<file path="src/rtl/fetch_pkg.sv">
`default_nettype none

package fetch_pkg;

  // *********************************************************************
  // datapath widths
  // *********************************************************************
  localparam int unsigned INST_LEN = 32;  // instruction and address width
  localparam int unsigned HIS_LEN  = 6;   // global history bits
  localparam int unsigned PHT_IDX  = 6;   // counter table index width
  localparam int unsigned PHT_SIZE = 2 ** PHT_IDX;

  // *********************************************************************
  // trap field layout
  // *********************************************************************
  localparam int unsigned TRAP_LEN          = 2;
  localparam int unsigned TRAP_ADDR_MISALIGN = 0;  // fetch address not word aligned
  localparam int unsigned TRAP_ACCESS_FAULT  = 1;  // instruction memory reported an error

  // *********************************************************************
  // fetch addresses and cleared slot contents
  // *********************************************************************
  localparam logic [INST_LEN-1:0] PC_RESET_ADDR = 32'h8000_0000;
  localparam logic [INST_LEN-1:0] PC_PRE_RESET  = PC_RESET_ADDR - 32'd4;  // squashed slot
  localparam logic [INST_LEN-1:0] PC_STEP       = 32'd4;
  localparam logic [INST_LEN-1:0] INST_NOP      = 32'h0000_0013;  // addi x0, x0, 0

  // opcodes seen by pre-decode
  localparam logic [6:0] OPC_JAL    = 7'b1101111;
  localparam logic [6:0] OPC_BRANCH = 7'b1100011;

  // which_pdt encoding
  localparam logic PDT_BIMODAL = 1'b0;
  localparam logic PDT_GSHARE  = 1'b1;

  // counters start weakly not-taken, chooser weakly on bimodal
  localparam logic [1:0] CNT_INIT = 2'b01;

endpackage

`default_nettype wire
</file>
<file path="src/rtl/bpu_bus.sv">
`default_nettype none

interface bpu_bus
  import fetch_pkg::*;
();

  logic               taken;      // branch or jal predicted taken
  logic               pdt_res;    // direction from the selected predictor
  logic               which_pdt;  // bimodal or gshare
  logic [HIS_LEN-1:0] history;    // history used for this prediction

  // predictor side
  modport pred (
    output taken,
    output pdt_res,
    output which_pdt,
    output history
  );

  // stage register side
  modport stage (
    input taken,
    input pdt_res,
    input which_pdt,
    input history
  );

endinterface

`default_nettype wire

</file>
<file path="src/rtl/fetch_top.sv">
`default_nettype none

module fetch_top
  import fetch_pkg::*;
(
  input  wire                 clk,
  input  wire                 arst_n_i,
  input  logic                stall_i,
  input  logic                flush_i,
  // instruction memory, answers in the same cycle
  output logic [INST_LEN-1:0] imem_addr_o,
  input  logic [INST_LEN-1:0] imem_data_i,
  input  logic                imem_err_i,
  // resolution from a later stage
  input  logic                res_valid_i,
  input  logic [INST_LEN-1:0] res_pc_i,
  input  logic                res_taken_i,
  input  logic                res_mispredict_i,
  input  logic [INST_LEN-1:0] res_target_i,
  input  logic                res_which_pdt_i,
  input  logic [HIS_LEN-1:0]  res_history_i,
  // toward decode
  output logic [INST_LEN-1:0] inst_addr_o,
  output logic [INST_LEN-1:0] inst_data_o,
  output logic                bpu_taken_o,
  output logic                bpu_pdt_res_o,
  output logic                bpu_which_pdt_o,
  output logic [HIS_LEN-1:0]  bpu_history_o,
  output logic [TRAP_LEN-1:0] trap_o
);

  logic                redirect;
  logic                stage_clear;
  logic [INST_LEN-1:0] pc;
  logic [INST_LEN-1:0] pred_target;
  logic [TRAP_LEN-1:0] fetch_trap;

  bpu_bus u_bpu_bus ();

  assign redirect    = res_valid_i & res_mispredict_i;
  assign stage_clear = redirect | flush_i;  // wrong-path slot or external flush
  assign imem_addr_o = pc;

  always_comb begin
    fetch_trap = '0;
    fetch_trap[TRAP_ACCESS_FAULT] = imem_err_i;  // misalignment is added in the stage register
  end

  // *********************************************************************
  // fetch blocks
  // *********************************************************************
  pc_gen u_pc_gen (
    .clk               (clk),
    .arst_n_i          (arst_n_i),
    .stall_i           (stall_i),
    .redirect_i        (redirect),
    .redirect_target_i (res_target_i),
    .pred_taken_i      (u_bpu_bus.taken),
    .pred_target_i     (pred_target),
    .pc_o              (pc)
  );

  branch_predictor u_branch_predictor (
    .clk             (clk),
    .arst_n_i        (arst_n_i),
    .pc_i            (pc),
    .inst_i          (imem_data_i),
    .target_o        (pred_target),
    .bpu             (u_bpu_bus.pred),
    .res_valid_i     (res_valid_i),
    .res_pc_i        (res_pc_i),
    .res_taken_i     (res_taken_i),
    .res_which_pdt_i (res_which_pdt_i),
    .res_history_i   (res_history_i)
  );

  if_id u_if_id (
    .clk             (clk),
    .arst_n_i        (arst_n_i),
    .stall_i         (stall_i),
    .clear_i         (stage_clear),
    .inst_addr_i     (pc),
    .inst_data_i     (imem_data_i),
    .trap_i          (fetch_trap),
    .bpu             (u_bpu_bus.stage),
    .inst_addr_o     (inst_addr_o),
    .inst_data_o     (inst_data_o),
    .trap_o          (trap_o),
    .bpu_taken_o     (bpu_taken_o),
    .bpu_pdt_res_o   (bpu_pdt_res_o),
    .bpu_which_pdt_o (bpu_which_pdt_o),
    .bpu_history_o   (bpu_history_o)
  );

endmodule

`default_nettype wire

</file>
<file path="src/rtl/if_id.sv">
`default_nettype none

module if_id
  import fetch_pkg::*;
(
  input  wire                 clk,
  input  wire                 arst_n_i,
  input  logic                stall_i,
  input  logic                clear_i,
  input  logic [INST_LEN-1:0] inst_addr_i,
  input  logic [INST_LEN-1:0] inst_data_i,
  input  logic [TRAP_LEN-1:0] trap_i,
  bpu_bus.stage               bpu,
  output logic [INST_LEN-1:0] inst_addr_o,
  output logic [INST_LEN-1:0] inst_data_o,
  output logic [TRAP_LEN-1:0] trap_o,
  output logic                bpu_taken_o,
  output logic                bpu_pdt_res_o,
  output logic                bpu_which_pdt_o,
  output logic [HIS_LEN-1:0]  bpu_history_o
);

  logic                squash;
  logic [TRAP_LEN-1:0] trap_d;

  // the pre-reset slot is dropped just like a flushed one
  assign squash = clear_i | (inst_addr_i == PC_PRE_RESET);

  always_comb begin
    trap_d = trap_i;
    trap_d[TRAP_ADDR_MISALIGN] = trap_i[TRAP_ADDR_MISALIGN] | (inst_addr_i[1:0] != 2'b00);
  end

  // *********************************************************************
  // stage register
  // *********************************************************************
  always_ff @(posedge clk or negedge arst_n_i) begin
    if (!arst_n_i) begin
      inst_addr_o     <= INST_NOP;  // address slot also reads as nop
      inst_data_o     <= INST_NOP;
      trap_o          <= '0;
      bpu_taken_o     <= 1'b0;
      bpu_pdt_res_o   <= 1'b0;
      bpu_which_pdt_o <= PDT_BIMODAL;
      bpu_history_o   <= '0;
    end else if (squash) begin
      inst_addr_o     <= INST_NOP;  // clear has priority over stall
      inst_data_o     <= INST_NOP;
      trap_o          <= '0;
      bpu_taken_o     <= 1'b0;
      bpu_pdt_res_o   <= 1'b0;
      bpu_which_pdt_o <= PDT_BIMODAL;
      bpu_history_o   <= '0;
    end else if (!stall_i) begin
      inst_addr_o     <= inst_addr_i;
      inst_data_o     <= inst_data_i;
      trap_o          <= trap_d;
      bpu_taken_o     <= bpu.taken;
      bpu_pdt_res_o   <= bpu.pdt_res;
      bpu_which_pdt_o <= bpu.which_pdt;
      bpu_history_o   <= bpu.history;
    end
  end

endmodule

`default_nettype wire

</file>
<file path="src/rtl/branch_predictor.sv">
`default_nettype none

module branch_predictor
  import fetch_pkg::*;
(
  input  wire                 clk,
  input  wire                 arst_n_i,
  input  logic [INST_LEN-1:0] pc_i,
  input  logic [INST_LEN-1:0] inst_i,
  output logic [INST_LEN-1:0] target_o,
  bpu_bus.pred                bpu,
  input  logic                res_valid_i,
  input  logic [INST_LEN-1:0] res_pc_i,
  input  logic                res_taken_i,
  input  logic                res_which_pdt_i,
  input  logic [HIS_LEN-1:0]  res_history_i
);

  logic [1:0] bim_q [PHT_SIZE];  // bimodal direction counters
  logic [1:0] gsh_q [PHT_SIZE];  // gshare direction counters
  logic [1:0] cho_q [PHT_SIZE];  // chooser, upper bit set selects gshare

  logic [HIS_LEN-1:0] hist_q;

  logic [PHT_IDX-1:0]  pc_idx;
  logic [PHT_IDX-1:0]  gsh_idx;
  logic [6:0]          opcode;
  logic                is_jal;
  logic                is_branch;
  logic [INST_LEN-1:0] j_imm;
  logic [INST_LEN-1:0] b_imm;
  logic                use_gsh;
  logic                dir;

  logic [PHT_IDX-1:0] res_idx;
  logic [PHT_IDX-1:0] res_gidx;
  logic               res_bim_dir;
  logic               res_gsh_dir;
  logic               res_used_dir;
  logic               res_disagree;
  logic               cho_up;

  function automatic logic [1:0] sat_step(input logic [1:0] cnt, input logic up);
    logic [1:0] nxt;
    nxt = cnt;
    if (up && cnt != 2'b11) begin
      nxt = cnt + 2'b01;
    end else if (!up && cnt != 2'b00) begin
      nxt = cnt - 2'b01;
    end
    return nxt;
  endfunction

  // *********************************************************************
  // pre-decode and target
  // *********************************************************************
  assign opcode    = inst_i[6:0];
  assign is_jal    = (opcode == OPC_JAL);
  assign is_branch = (opcode == OPC_BRANCH);

  assign j_imm = {{12{inst_i[31]}}, inst_i[19:12], inst_i[20], inst_i[30:21], 1'b0};
  assign b_imm = {{20{inst_i[31]}}, inst_i[7], inst_i[30:25], inst_i[11:8], 1'b0};

  assign target_o = pc_i + (is_jal ? j_imm : b_imm);

  // *********************************************************************
  // tournament lookup
  // *********************************************************************
  assign pc_idx  = pc_i[PHT_IDX+1:2];
  assign gsh_idx = pc_idx ^ PHT_IDX'(hist_q);
  assign use_gsh = cho_q[pc_idx][1];
  assign dir     = use_gsh ? gsh_q[gsh_idx][1] : bim_q[pc_idx][1];

  assign bpu.taken     = is_jal | (is_branch & dir);
  assign bpu.pdt_res   = is_branch ? dir : is_jal;  // jal always counts as taken
  assign bpu.which_pdt = (is_branch && use_gsh) ? PDT_GSHARE : PDT_BIMODAL;
  assign bpu.history   = hist_q;

  // *********************************************************************
  // training at resolve
  // *********************************************************************
  assign res_idx      = res_pc_i[PHT_IDX+1:2];
  assign res_gidx     = res_idx ^ PHT_IDX'(res_history_i);
  assign res_bim_dir  = bim_q[res_idx][1];
  assign res_gsh_dir  = gsh_q[res_gidx][1];
  assign res_used_dir = (res_which_pdt_i == PDT_GSHARE) ? res_gsh_dir : res_bim_dir;
  assign res_disagree = res_bim_dir ^ res_gsh_dir;

  // reward the predictor that was used when it was right, otherwise the other one
  assign cho_up = (res_used_dir == res_taken_i) ? (res_which_pdt_i == PDT_GSHARE)
                                                : (res_which_pdt_i == PDT_BIMODAL);

  always_ff @(posedge clk or negedge arst_n_i) begin
    if (!arst_n_i) begin
      for (int i = 0; i < PHT_SIZE; i++) begin
        bim_q[i] <= CNT_INIT;
        gsh_q[i] <= CNT_INIT;
        cho_q[i] <= CNT_INIT;
      end
      hist_q <= '0;
    end else if (res_valid_i) begin
      bim_q[res_idx]  <= sat_step(bim_q[res_idx], res_taken_i);
      gsh_q[res_gidx] <= sat_step(gsh_q[res_gidx], res_taken_i);
      if (res_disagree) begin
        cho_q[res_idx] <= sat_step(cho_q[res_idx], cho_up);
      end
      hist_q <= {hist_q[HIS_LEN-2:0], res_taken_i};  // history moves only at resolve
    end
  end

endmodule

`default_nettype wire

</file>
<file path="src/rtl/pc_gen.sv">
`default_nettype none

module pc_gen
  import fetch_pkg::*;
(
  input  wire                 clk,
  input  wire                 arst_n_i,
  input  logic                stall_i,
  input  logic                redirect_i,
  input  logic [INST_LEN-1:0] redirect_target_i,
  input  logic                pred_taken_i,
  input  logic [INST_LEN-1:0] pred_target_i,
  output logic [INST_LEN-1:0] pc_o
);

  logic [INST_LEN-1:0] pc_q;
  logic [INST_LEN-1:0] pc_d;
  logic [INST_LEN-1:0] pc_seq;

  assign pc_seq = pc_q + PC_STEP;

  // *********************************************************************
  // next fetch address
  // *********************************************************************
  always_comb begin
    if (redirect_i) begin
      pc_d = redirect_target_i;  // resolved mispredict wins even over stall
    end else if (stall_i) begin
      pc_d = pc_q;
    end else if (pred_taken_i) begin
      pc_d = pred_target_i;  // target is taken as is, misalignment traps later
    end else begin
      pc_d = pc_seq;
    end
  end

  // Reset points one word below the first fetch so that the stage register
  // sees a slot it can recognize and squash.
  always_ff @(posedge clk or negedge arst_n_i) begin
    if (!arst_n_i) begin
      pc_q <= PC_PRE_RESET;
    end else begin
      pc_q <= pc_d;
    end
  end

  assign pc_o = pc_q;

endmodule

`default_nettype wire

</file>
<file path="config.mk">
export PLATFORM = sky130hd
export DESIGN_NAME = fetch_top
export DESIGN_NICKNAME = d
export VERILOG_FILES = /design/src/rtl/fetch_pkg.sv /design/src/rtl/bpu_bus.sv /design/src/rtl/fetch_top.sv /design/src/rtl/if_id.sv /design/src/rtl/branch_predictor.sv /design/src/rtl/pc_gen.sv
export SDC_FILE = /design/constraint.sdc
export NUM_CORES = 1
export LEC_CHECK = 0
export BUFFER_PORTS_ARGS = -buffer_cell sky130_fd_sc_hd__buf_4
export CORE_MARGIN = 3
export CORE_UTILIZATION = 54
export CTS_BUF_LIST = sky130_fd_sc_hd__clkbuf_2
export CTS_CLUSTER_DIAMETER = 50
export DETAILED_ROUTE_END_ITERATION = 6
export PLACE_DENSITY = 0.73
export REMOVE_ABC_BUFFERS = 1
export SETUP_SLACK_MARGIN = 0.15
export SYNTH_ARGS = -nofsm -noshare
export SYNTH_HDL_FRONTEND = slang
export SYNTH_HIERARCHICAL = 1
export SYNTH_SLANG_ARGS = --single-unit
</file>
<file path="constraint.sdc">
create_clock -name clk -period 7.7 [get_ports clk]
set_clock_uncertainty 0.2 [all_clocks]
set_input_delay 0.385 -clock clk [delete_from_list [all_inputs] [get_ports clk]]
set_output_delay 0.385 -clock clk [all_outputs]
set_load 0.005 [all_outputs]
</file>
==> flow_summary.yaml <==
outcome:
  outcome: "complete, but fails checks"
  violations: "design-rule violations"
pwr:
  irDropWorstVdd_mv: 0.151
  powerDensity_mw_per_mm2: 243
  p_leak_uw: 0.0144
finish:
  nets: 3323
  layoutNonFillerInstCount: 3952
  drive_gt1_frac: 0.326
  final_util: 0.674
  area_growth_syn_to_layout_pct: 23.1
  stdcell_area_mm2: 0.0339
die:
  initial_core_util: 0.548
  rows: 82
  die_h_um: 232
  dieArea_mm2: 0.0538
  ios: 218
  coreArea_mm2: 0.0503
  die_x_um: 232
timing:
  finalHoldViolations: 0
  drv_slew: 0
  setup_viol: 0
  fin_crit_ns: 6.99
  rsz0062_at_grt: "false"
  fin_crit_sh: 0.908
  setup_tns_ns: 0
  max_freq_mhz: 143
  worst_slew_pin_slew_ns: 1.39
  slew_headroom: 0.0740
place:
  place_area_mm2: 0.0295
  place_inst: 3403
  port_buffers: 191
  dp_hpwl_mm: 53.4
  place_congestion: 0.912
setup_path:
  critPathSlowestCell: "dfstp_2"
  cp.required_ns: 8.74
  path_buf_inv: 2
  endpoint_kind: "flip-flop"
  cp_top_family: "multiplexers"
  cp-start-kind: "flip-flop"
  slowest_delay_ns: 1.25
  cpMostUsedCell: "mux4_2"
  worstSetupPathType: "reg2reg"
  cp_max_fo: 25
  cp_cell_sequence: "mux4_2 > mux4_2 > mux4_2 > mux2i_1 > or3_1 > a21oi_2 > nor2b_1 > a22o_1 > dlygate4sd3_1 > a31oi_1 > o21ai_0 > dlygate4sd3_1"
  crit_arrival_ns: 8.03
clocking:
  clkTransAtPathRegs_ns: 0.12
  cts_root_buffer: "clkbuf_2"
  cts_max_level: 4
  cts_setup_buffers: 0
  cts.sinks: 497
  cts_buffer_depth: 3
  ctsResizeCount: 0
  clk_latency_ns: 1.37
  numCtsBuffers: 133
  cts_tree: "done"
route:
  ant_nets: 0
  detail_route.iter0.violations: 2897
  avgRoutedWirePerCell_um: 23.1
  viasPerCell: 6.32
  drc: 1
  drtPass1Iterations: 7
  wirelength_mm: 91.4
  via_count: 25000
yosys:
  synth_edf_count: 0
  synth_warnings: 6
  synth-async-reset-ratio: 1.00
  avgSynthCellArea_um2: 10.4
  synth_ff_type: "dfrtp_1"
  synthCells: 2662
  ys_types: 86
  ys_seq_elements: 497
  netlist_area_mm2: 0.0276
  ys_seq_area_frac: 0.462
global_route:
  grtUsageTotal: 0.341
  grt_pass1_vias: 25700
  grt_overflow: 0
  grt_max_degree: 187
  antenna_found_initial: 2
  grt_pass1_wl_mm: 144
hold_path:
  hp-class: "in2reg"
run:
  maxCapViolCount: 0
report_power, final:
part / total, uW / switching [uW] / internal, uW
Combinational: 2450 / 1310 / 1130
Sequential: 3780 / 463 / 3320
Clock: 2030 / 1170 / 863
Total: 8250 / 2940 / 5310
placed cells by master, fill, tap and decap left out, types with 20 or more instances in the layout:
master | netlist | routed
a22oi_1 | 79 | 79
o21ai_0 | 194 | 194
o21ai_1 | 69 | 69
nand4_1 | 30 | 30
dfstp_2 | 227 | 227
ha_1 | 40 | 40
a21oi_1 | 95 | 94
clkbuf_2 | 0 | 214
nor2_1 | 196 | 195
buf_4 | 9 | 236
or2_2 | 56 | 56
a22o_1 | 21 | 21
mux2i_1 | 96 | 96
a21o_1 | 24 | 24
dfrtp_1 | 270 | 270
mux4_2 | 78 | 78
nor3_1 | 22 | 20
mux2_2 | 148 | 148
inv_1 | 26 | 26
nand2_1 | 400 | 400
dlygate4sd3_1 | 0 | 303
xnor2_1 | 26 | 25
o21ai_2 | 54 | 54
nand3_1 | 54 | 54
o31ai_1 | 25 | 25
final timing paths:
kind | from | end | slack [ns] | depth (start not counted)
max in group asynchronous | arst_n_i | u_branch_predictor/gsh_q[55] | 5.65 | 5
worst min register to register | u_branch_predictor/cho_q[20] | u_branch_predictor/cho_q[20] | 0.27 | 2
worst min-delay path | res_taken_i | u_branch_predictor/bim_q[33] | 0.21 | 5
worst max register to register | u_pc_gen/pc_o[2] | u_pc_gen/pc_o[7] | 0.71 | 12
worst max-delay path | u_pc_gen/pc_o[2] | u_pc_gen/pc_o[7] | 0.71 | 12
min in group asynchronous | arst_n_i | u_if_id/inst_addr_o[2] | 0.62 | 5
logic make-up (layout without fill, tap and decap cells):
logic type | after synthesis | count (layout) | synth area share
DFF | 497 | 497 | 0.462
other | 1 | 5 | 0.000136
adders and majority gates | 41 | 41 | 0.0189
muxes | 327 | 327 | 0.162
buffers and inverters | 198 | 812 | 0.0340
AOI/OAI and AO/OA | 677 | 677 | 0.159
xor gates and xnor gates | 51 | 51 | 0.0188
and+or+nand+nor | 870 | 870 | 0.145
what timing repair did:
item / CTS / global route
hold buffers: 305 / 0
setup endpoints to repair: 0 / 0
endpoints found under the hold margin: 823 / 0
flip-flops by register name (all words and copies together) (netlist names), 6 cells and up:
register / cells
u_if_id/bpu_history_o: 6
u_branch_predictor/gsh_q: 128
u_branch_predictor/cho_q: 128
u_if_id/inst_addr_o: 32
u_branch_predictor/bim_q: 128
u_pc_gen/pc_o: 32
u_if_id/inst_data_o: 32
u_branch_predictor/bpu.history: 6
area by class of cell:
class | count | area [um2]
fillers | 3704 | 16400
multi-input cells | 1967 | 14000
flip-flops and latches | 497 | 12700
repair buffers | 545 | 4930
clock buffers | 214 | 1070
well taps | 672 | 841
clock inverters | 26 | 225
inverters | 27 | 101
diodes | 4 | 10.0
layer usage:
metal  wire length (um)  global-route usage  part of all wire  vias to the layer above
met1              35100               0.433              0.38                    12200
met3               8890              0.0922             0.097                      377
met4               4340               0.174             0.047                        0
met5                  0                   0                 0                        -
met2              43100               0.541              0.47                     1555
li1                   -                   -                 -                    10800
synth_stat cells (all sizes together) (6+ instances only):
master	count	area (um2)
nor3	22	110
nor3b	10	80.1
o221ai	11	103
a211o	8	70.1
a31oi	18	113
a21oi	95	475
a22oi	79	593
and4	6	55.1
dfstp	227	5960
a21o	24	180
nand2	402	1510
inv	27	101
xor2	21	214
nand4	31	209
o21ai	317	1790
a2bb2oi	9	85.1
nand2b	11	68.8
mux2i	96	961
or2	56	350
clkbuf	100	387
nand3	54	270
xnor2	30	304
a22o	21	184
nor2b	15	93.8
nand3b	7	52.6
o31ai	25	188
dfrtp	270	6760
and2	15	93.8
nor2	196	736
buf	71	448
nor4	12	126
or3	12	75.1
mux2	151	1700
ha	40	500
mux4	80	1810
a221oi	16	140
and3	10	62.6
a221o	6	60.1
o22ai	12	75.1
per-stage QoR:
stage | worst slack (ns) | hold slack [ns] | total power [uW]
after global placement | 1.99 | 0.250 | 5910
after detailed placement | 1.91 | 0.255 | 6010
final | 0.708 | 0.213 | 8250
after global routing | 0.498 | 0.134 | 8680
after floorplan | 1.14 | -0.111 | 5120
after CTS | 0.855 | 0.00300 | 8180
worst min-delay path, delay by kind of cell:
kind          cells  cell delay [ns]
buf+inv           2             0.74
mux               1             0.21
simple gates      2             0.35
No activity file was read; power rests on OpenSTA's default activity.
